==> src/common/trellisPkg.sv <==
// widths and codes follow the external decoder build; only one trellis register is mapped
package trellisPkg;

   // ------------------------------------------------------------------------
   // datapath widths
   // ------------------------------------------------------------------------
   localparam int SampleWidth     = 18;
   localparam int DacWidth        = 18;
   localparam int PhaseErrorWidth = 8;
   localparam int IndexWidth      = 6;
   localparam int DecayWidth      = 8;
   localparam int DacSelectWidth  = 4;

   // register bus
   localparam int AddrWidth = 12;
   localparam int DataWidth = 32;

   // ------------------------------------------------------------------------
   // register map
   // ------------------------------------------------------------------------
   localparam logic [AddrWidth-1:0] TrellisDecayAddr = 12'h400;
   // upper address bits select the trellis block, low nibble the register
   localparam logic [AddrWidth-1:0] TrellisSpaceMask = 12'hFF0;

   localparam logic [DecayWidth-1:0] DecayResetValue = 8'hFF;

   // unlisted monitor DAC codes fall back to phase error
   localparam logic [DacSelectWidth-1:0] DacSelectI          = 4'd0;
   localparam logic [DacSelectWidth-1:0] DacSelectQ          = 4'd1;
   localparam logic [DacSelectWidth-1:0] DacSelectPhaseError = 4'd2;
   localparam logic [DacSelectWidth-1:0] DacSelectIndex      = 4'd3;

   // ------------------------------------------------------------------------
   // bundled signals
   // ------------------------------------------------------------------------
   typedef struct packed {
      logic [SampleWidth-1:0] i;
      logic [SampleWidth-1:0] q;
   } iqSample_t;

   // status coming back from the Viterbi decoder
   typedef struct packed {
      logic                       symEn;
      logic [PhaseErrorWidth-1:0] phaseError;
      logic [IndexWidth-1:0]      index;
      logic [1:0]                 decision;
   } decoderStatus_t;

   typedef struct packed {
      logic                sync;
      logic [DacWidth-1:0] data;
   } dacOut_t;

endpackage

==> src/logic/sampleLatch.sv <==
// sample is taken only on sym2xEn; sampleValid marks the one cycle after each capture
`timescale 1ns/1ps

module sampleLatch (
   input  logic                 clk,
   input  logic                 reset,
   input  logic                 sym2xEn,
   input  trellisPkg::iqSample_t sample,
   output trellisPkg::iqSample_t latched,
   output logic                 sampleValid
);

   // hold the I/Q pair between 2x enables
   always_ff @(posedge clk) begin
      if (reset) begin
         latched     <= '0;
         sampleValid <= 1'b0;
      end
      else begin
         // marker lines up with the new latched value
         sampleValid <= sym2xEn;
         if (sym2xEn) begin
            latched <= sample;
         end
      end
   end

endmodule

==> src/logic/trellisRegs.sv <==
// only the decay factor is mapped; writes elsewhere are dropped and reads return zero
`timescale 1ns/1ps

module trellisRegs (
   input  logic                             clk,
   input  logic                             reset,
   input  logic                             wr,
   input  logic [trellisPkg::AddrWidth-1:0] addr,
   input  logic [trellisPkg::DataWidth-1:0] din,
   output logic [trellisPkg::DataWidth-1:0] dout,
   output logic [trellisPkg::DecayWidth-1:0] decayFactor
);

   localparam logic [trellisPkg::AddrWidth-1:0] SpaceBase =
      trellisPkg::TrellisDecayAddr & trellisPkg::TrellisSpaceMask;
   localparam logic [trellisPkg::AddrWidth-1:0] DecayOffset =
      trellisPkg::TrellisDecayAddr & ~trellisPkg::TrellisSpaceMask;

   logic                             inSpace;
   logic [trellisPkg::AddrWidth-1:0] regOffset;
   logic                             decaySel;

   // ------------------------------------------------------------------------
   // address decode
   // ------------------------------------------------------------------------
   assign inSpace   = (addr & trellisPkg::TrellisSpaceMask) == SpaceBase;
   assign regOffset = addr & ~trellisPkg::TrellisSpaceMask;
   assign decaySel  = inSpace && (regOffset == DecayOffset);

   // ------------------------------------------------------------------------
   // decay factor register
   // ------------------------------------------------------------------------
   // single-cycle write strobe takes effect on the next cycle
   always_ff @(posedge clk) begin
      if (reset) begin
         decayFactor <= trellisPkg::DecayResetValue;
      end
      else if (wr && decaySel) begin
         decayFactor <= din[trellisPkg::DecayWidth-1:0];
      end
   end

   // ------------------------------------------------------------------------
   // readback
   // ------------------------------------------------------------------------
   // combinational readback with no wait states
   always_comb begin
      dout = '0;
      if (decaySel) begin
         dout = {{(trellisPkg::DataWidth-trellisPkg::DecayWidth){1'b0}}, decayFactor};
      end
   end

endmodule

==> src/logic/dacChannel.sv <==
// one monitor channel; I/Q sync follows sampleValid, decoder sources follow decoder.symEn
`timescale 1ns/1ps

module dacChannel (
   input  logic                                  clk,
   input  logic                                  reset,
   input  logic [trellisPkg::DacSelectWidth-1:0] select,
   input  trellisPkg::iqSample_t                 latched,
   input  logic                                  sampleValid,
   input  trellisPkg::decoderStatus_t            decoder,
   output trellisPkg::dacOut_t                   dac
);

   localparam int PhasePad = trellisPkg::DacWidth - trellisPkg::PhaseErrorWidth;
   localparam int IndexPad = trellisPkg::DacWidth - trellisPkg::IndexWidth - 1;

   logic [trellisPkg::DacWidth-1:0] phaseWord;
   logic [trellisPkg::DacWidth-1:0] indexWord;
   trellisPkg::dacOut_t             nextDac;

   // ------------------------------------------------------------------------
   // scaling to the DAC word
   // ------------------------------------------------------------------------
   // phase error sits in the top bits
   assign phaseWord = {decoder.phaseError, {PhasePad{1'b0}}};
   // index kept positive with a leading zero
   assign indexWord = {1'b0, decoder.index, {IndexPad{1'b0}}};

   // ------------------------------------------------------------------------
   // source select
   // ------------------------------------------------------------------------
   always_comb begin
      case (select)
         trellisPkg::DacSelectI: begin
            nextDac.data = latched.i;
            nextDac.sync = sampleValid;
         end
         trellisPkg::DacSelectQ: begin
            nextDac.data = latched.q;
            nextDac.sync = sampleValid;
         end
         trellisPkg::DacSelectIndex: begin
            nextDac.data = indexWord;
            nextDac.sync = decoder.symEn;
         end
         // phase error code and any unused code
         default: begin
            nextDac.data = phaseWord;
            nextDac.sync = decoder.symEn;
         end
      endcase
   end

   // word and strobe registered together so they stay aligned
   always_ff @(posedge clk) begin
      if (reset) begin
         dac <= '0;
      end
      else begin
         dac <= nextDac;
      end
   end

endmodule

==> src/logic/trellisTop.sv <==
// carrier loop bypassed; matched filters and Viterbi decoder live outside this block
`timescale 1ns/1ps

module trellisTop (
   input  logic                                  clk,
   input  logic                                  reset,
   input  logic                                  sym2xEn,
   input  trellisPkg::iqSample_t                 sample,
   input  trellisPkg::decoderStatus_t            decoder,
   // register bus
   input  logic                                  wr,
   input  logic [trellisPkg::AddrWidth-1:0]      addr,
   input  logic [trellisPkg::DataWidth-1:0]      din,
   // monitor selects
   input  logic [trellisPkg::DacSelectWidth-1:0] dac0Select,
   input  logic [trellisPkg::DacSelectWidth-1:0] dac1Select,
   input  logic [trellisPkg::DacSelectWidth-1:0] dac2Select,
   // to the filter bank
   output trellisPkg::iqSample_t                 latched,
   output logic                                  sampleValid,
   // to the decoder
   output logic [trellisPkg::DecayWidth-1:0]     decayFactor,
   output logic [trellisPkg::DataWidth-1:0]      dout,
   output logic [1:0]                            decision,
   // monitor DACs
   output trellisPkg::dacOut_t                   dac0,
   output trellisPkg::dacOut_t                   dac1,
   output trellisPkg::dacOut_t                   dac2
);

   // ------------------------------------------------------------------------
   // sample capture
   // ------------------------------------------------------------------------
   sampleLatch u_sampleLatch (
      .clk         (clk),
      .reset       (reset),
      .sym2xEn     (sym2xEn),
      .sample      (sample),
      .latched     (latched),
      .sampleValid (sampleValid)
   );

   // ------------------------------------------------------------------------
   // register space
   // ------------------------------------------------------------------------
   trellisRegs u_trellisRegs (
      .clk         (clk),
      .reset       (reset),
      .wr          (wr),
      .addr        (addr),
      .din         (din),
      .dout        (dout),
      .decayFactor (decayFactor)
   );

   // decisions go straight on to the line decoder
   assign decision = decoder.decision;

   // ------------------------------------------------------------------------
   // monitor DAC channels
   // ------------------------------------------------------------------------
   dacChannel u_dac0 (
      .clk         (clk),
      .reset       (reset),
      .select      (dac0Select),
      .latched     (latched),
      .sampleValid (sampleValid),
      .decoder     (decoder),
      .dac         (dac0)
   );

   dacChannel u_dac1 (
      .clk         (clk),
      .reset       (reset),
      .select      (dac1Select),
      .latched     (latched),
      .sampleValid (sampleValid),
      .decoder     (decoder),
      .dac         (dac1)
   );

   dacChannel u_dac2 (
      .clk         (clk),
      .reset       (reset),
      .select      (dac2Select),
      .latched     (latched),
      .sampleValid (sampleValid),
      .decoder     (decoder),
      .dac         (dac2)
   );

endmodule

==> config.mk <==
export PLATFORM = sky130hd
export DESIGN_NAME = trellisTop
export DESIGN_NICKNAME = d
export VERILOG_FILES = /design/src/common/trellisPkg.sv /design/src/logic/sampleLatch.sv /design/src/logic/trellisRegs.sv /design/src/logic/dacChannel.sv /design/src/logic/trellisTop.sv
export SDC_FILE = /design/constraint.sdc
export NUM_CORES = 1
export LEC_CHECK = 0
export BUFFER_PORTS_ARGS = -buffer_cell sky130_fd_sc_hd__buf_2
export CORE_AREA = 2 2 101 103
export DETAILED_ROUTE_END_ITERATION = 10
export DIE_AREA = 0 0 103 105
export MAX_ROUTING_LAYER = met4
export PLACE_DENSITY_LB_ADDON = 0.25
export SLEW_MARGIN = 20
export SYNTH_ARGS = -nofsm -noshare
export SYNTH_HDL_FRONTEND = slang
export SYNTH_SLANG_ARGS = --single-unit
==> constraint.sdc <==
create_clock -name clk -period 3.4 [get_ports clk]
set_input_delay 0.51 -clock clk [delete_from_list [all_inputs] [get_ports clk]]
set_output_delay 0.51 -clock clk [all_outputs]
set_load 0.1 [all_outputs]
==> results.md <==
STA:
- Measured against its own limit, the worst slew margin works out to 33.3%.
- Clock skew on the completed layout was measured at 0.0156 ns.
- The max-slew violation count is 0.
- The maximum clock rate is 0.418 GHz.
- The clock period minus final worst setup slack is 2.39 ns.
- For the pin with the worst max-slew slack, the measured transition is 0.997 ns.
- After layout, the worst path uses 70.3% of the clock period.
- The final hold violation count was 0.
- Setup violations remaining at the end of the flow were counted as 0.
- The aggregate negative setup slack is 0 ns.
- Setup repair after global routing left no endpoint under its margin.

Detailed routing:
- Wires add up to 12500 um.
- Before antenna repair, the detailed router went through 4 iterations.
- Dividing the detail-routed wire length by the instance count gives 15.9 um.
- The post-route DRC violation count is 0.
- The number of vias per cell is 5.01.
- The count of nets left with antenna violations once routing finished came out at 0.
- The first routing iteration left 186 violations.
- The total via count in the routed design is 3942.

Power and ir drop:
- After layout, the design draws a total of 2.90 mW.
- The largest vdd supply drop is 254 uV.
- The leakage power total is 2.84 nW.
- The power per standard cell area is 512 nW/um^2.

Logic synthesis:
- The post-synthesis average cell area is 9.56 um^2.
- The synthesized area is 4540 um^2.
- The count of flip-flops with a built-in enable after synthesis is 0.
- Among all flip-flop cells after synthesis, the most frequent one is sky130_fd_sc_hd__dfxtp_1.
- During synthesis, Yosys emitted a total of 0 warnings.
- Sorting the synthesized cells by area gives the leading types as sky130_fd_sc_hd__dfxtp_1 (45%), sky130_fd_sc_hd__mux2i_1 (17%), sky130_fd_sc_hd__nor2_1 (7.1%), sky130_fd_sc_hd__buf_4 (4.6%), sky130_fd_sc_hd__a21oi_1 (3.5%).
- Synthesis handed over a netlist of 475 instances.
- Synthesis instantiated 32 different standard cells from the library.
- After synthesis the netlist holds a flip-flop and latch count of 102.
- The sequential share of the synthesized area is 44.9%.
- In this run the biggest area consumer among cell types represents 44.9% of the synthesized area.
- The cell type contributing the most total cell area after synthesis is sky130_fd_sc_hd__dfxtp_1.
- In the synthesized netlist the async set-or-reset flop fraction comes to 0%.

Floorplan:
- The initial cell density of the core is 47.1%.
- The floorplan step set the die height to 105 um.
- The total number of placement rows is 36.
- The floorplan die area is 10800 um^2.
- The number of top-level pins is 249.
- The die boundary width is 103 um.
- The total area inside the core boundary comes to 9640 um^2.

Clocking:
- Clock-pin slew was measured on the worst setup and hold paths at 0.12 ns.
- In this run, CTS created clock tree buffers numbering 9.
- TritonCTS built the clock tree.
- The number of hold buffers added after CTS was 0.
- The number of H-tree levels is 3.
- The tree built by TritonCTS fans out to 102 sinks.
- After clock tree synthesis, the repair step resized 0 gates.
- The longest clock path from root to sink contains 2 buffers.
- The cell sitting at the root of the clock tree is a sky130_fd_sc_hd__clkbuf_8.
- The number of setup buffers added after CTS is 0.
- The latest clock arrival within the worst-skew pair is 0.38 ns.

GRT:
- The global routing usage on met1 is 30.6%.
- The largest net degree at the start of global routing is 45.
- The total overflow left after global routing is 0.
- Global routing used 23.5% of the available tracks across all layers.
- The via count of the first global-routing pass is 3717.
- The met2 capacity usage during global routing is 36.5%.
- The initial antenna violation count came to 0.
- The global routing usage on met3 is 5.28%.
- The wire length of the first global-routing pass is 19100 um.
- The busiest metal layer after global routing is met2.

Critical path:
- The critical path arrival is 1.88 ns.
- The nature of the critical path startpoint is an input pin.
- The critical path in this run is classified as input pin to primary output.
- In this run the worst path has a maximum fanout of 8.
- The element type at the critical path end is a primary output.
- The required time of the worst setup path is 2.89 ns.

Cells and area:
- Counting the fill cells in the layout gives 897.
- The number of antenna diodes in the final layout is 0.
- Cells with a size suffix above 1 make up 36.4% of the layout.
- The final cell count without fillers is 787.
- In the layout the commonest cells are sky130_fd_sc_hd__buf_2 (195), sky130_fd_sc_hd__dfxtp_1 (102), sky130_fd_sc_hd__nor2_1 (86).
- Leaving out fill and tap cells, the most frequent cell in the layout is sky130_fd_sc_hd__buf_2.
- The area growth from synthesis to layout is 24.8%.
- After the last flow step, the layout net total stands at 762.
- The footprint of the multi-input gates is 2250 um^2.
- The sequential cell area is 2040 um^2.

Run status:
- The flow ran to the end, and the final reports show no timing, DRC or antenna violations.

Place:
- In this run, placement finished with an instance count of 771.
- During placement, the flow inserted port buffers numbering 196.
- The final RePlAce weighted congestion is 0.854.
- Detailed placement finished with a half-perimeter wire length of 8940 um.

Flow run:
- The max-capacitance violation count is 0.

Min path:
- The path class of the lowest-slack min-delay path is input pin to flip-flop.
==> metrics by stage <==
stage / setup WS [ns] / util [%] / area (um^2) / hold WS, ns
floorplan: 1.04 / - / 4630 / 0.654
global placement: 1.09 / 56.5 / 5450 / 0.477
detailed placement: 0.993 / 56.5 / 5450 / 0.490
CTS: 0.993 / 58.8 / 5670 / 0.346
global route: 0.854 / 58.8 / 5670 / 0.351
finish: 1.01 / 58.8 / 5670 / 0.359
==> Yosys cell counts, types with 6 or more instances <==
cell type / instances
sky130_fd_sc_hd__nor2_1: 86
sky130_fd_sc_hd__clkbuf_1: 14
sky130_fd_sc_hd__buf_4: 28
sky130_fd_sc_hd__mux2_2: 12
sky130_fd_sc_hd__o21ai_0: 13
sky130_fd_sc_hd__a21oi_1: 32
sky130_fd_sc_hd__nand2_1: 12
sky130_fd_sc_hd__mux2i_1: 76
sky130_fd_sc_hd__and2_1: 8
sky130_fd_sc_hd__nor4bb_1: 6
sky130_fd_sc_hd__a22oi_1: 7
sky130_fd_sc_hd__a311oi_1: 8
sky130_fd_sc_hd__nand2b_1: 6
sky130_fd_sc_hd__nor2b_1: 12
sky130_fd_sc_hd__dfxtp_1: 102
sky130_fd_sc_hd__buf_2: 14
==> cell families after synthesis <==
group | share of synthesized area [%]
simple gates | 15.6
flops | 44.9
mux | 19.7
compound gates | 12.2
buf+inv | 7.41
other cells | 0.0825
==> per-layer routing <==
| metal | wire, um | share of wire [%] |
|---|---|---|
| met3 | 783 | 6.3 |
| met2 | 6120 | 49 |
| met4 | 116 | 0.93 |
| met1 | 5460 | 44 |
| met5 | 0 | 0 |
==> cell type report <==
cell class,instances,area share [%]
Multi-Input combinational cell,339,39.7
Sequential cell,102,36.0
Timing Repair Buffer,197,17.5
Tap cell,133,2.94
Clock buffer,9,2.19
Clock inverter,7,1.66
==> report_power, final <==
group          internal, mW  leakage, nW  switching (mW)
logic                 0.161         1.90           0.657
registers              1.25        0.837          0.0396
clock network         0.305        0.108           0.495
==> critical path, stage by stage <==
cell	delay (ns)
sky130_fd_sc_hd__buf_2	0.10
sky130_fd_sc_hd__nor4_2	0.36
sky130_fd_sc_hd__and3_1	0.33
sky130_fd_sc_hd__and2_1	0.15
sky130_fd_sc_hd__buf_2	0.42
==> registers in the layout (all words and copies together), names as in the netlist <==
register                   count
u_dac2.dac                    19
u_dac0.dac                    19
u_sampleLatch.latched         36
u_sampleLatch.sampleValid      1
u_dac1.dac                    19
u_trellisRegs.decayFactor      8
==> final timing paths <==
path / startpoint / to / slack, ns / cells past startpoint
max reg2reg: u_sampleLatch.latched[30]$_SDFFE_PP0P_ / u_dac0.dac[12]$_SDFF_PP0_ / 2.29 / 3
min reg2reg: u_sampleLatch.sampleValid$_SDFF_PP0_ / u_dac0.dac[18]$_SDFF_PP0_ / 0.50 / 2
min: sample[21] / u_sampleLatch.latched[21]$_SDFFE_PP0P_ / 0.36 / 3
max: addr[5] / dout[6] / 1.01 / 5
(Power assumes the default switching activity.)
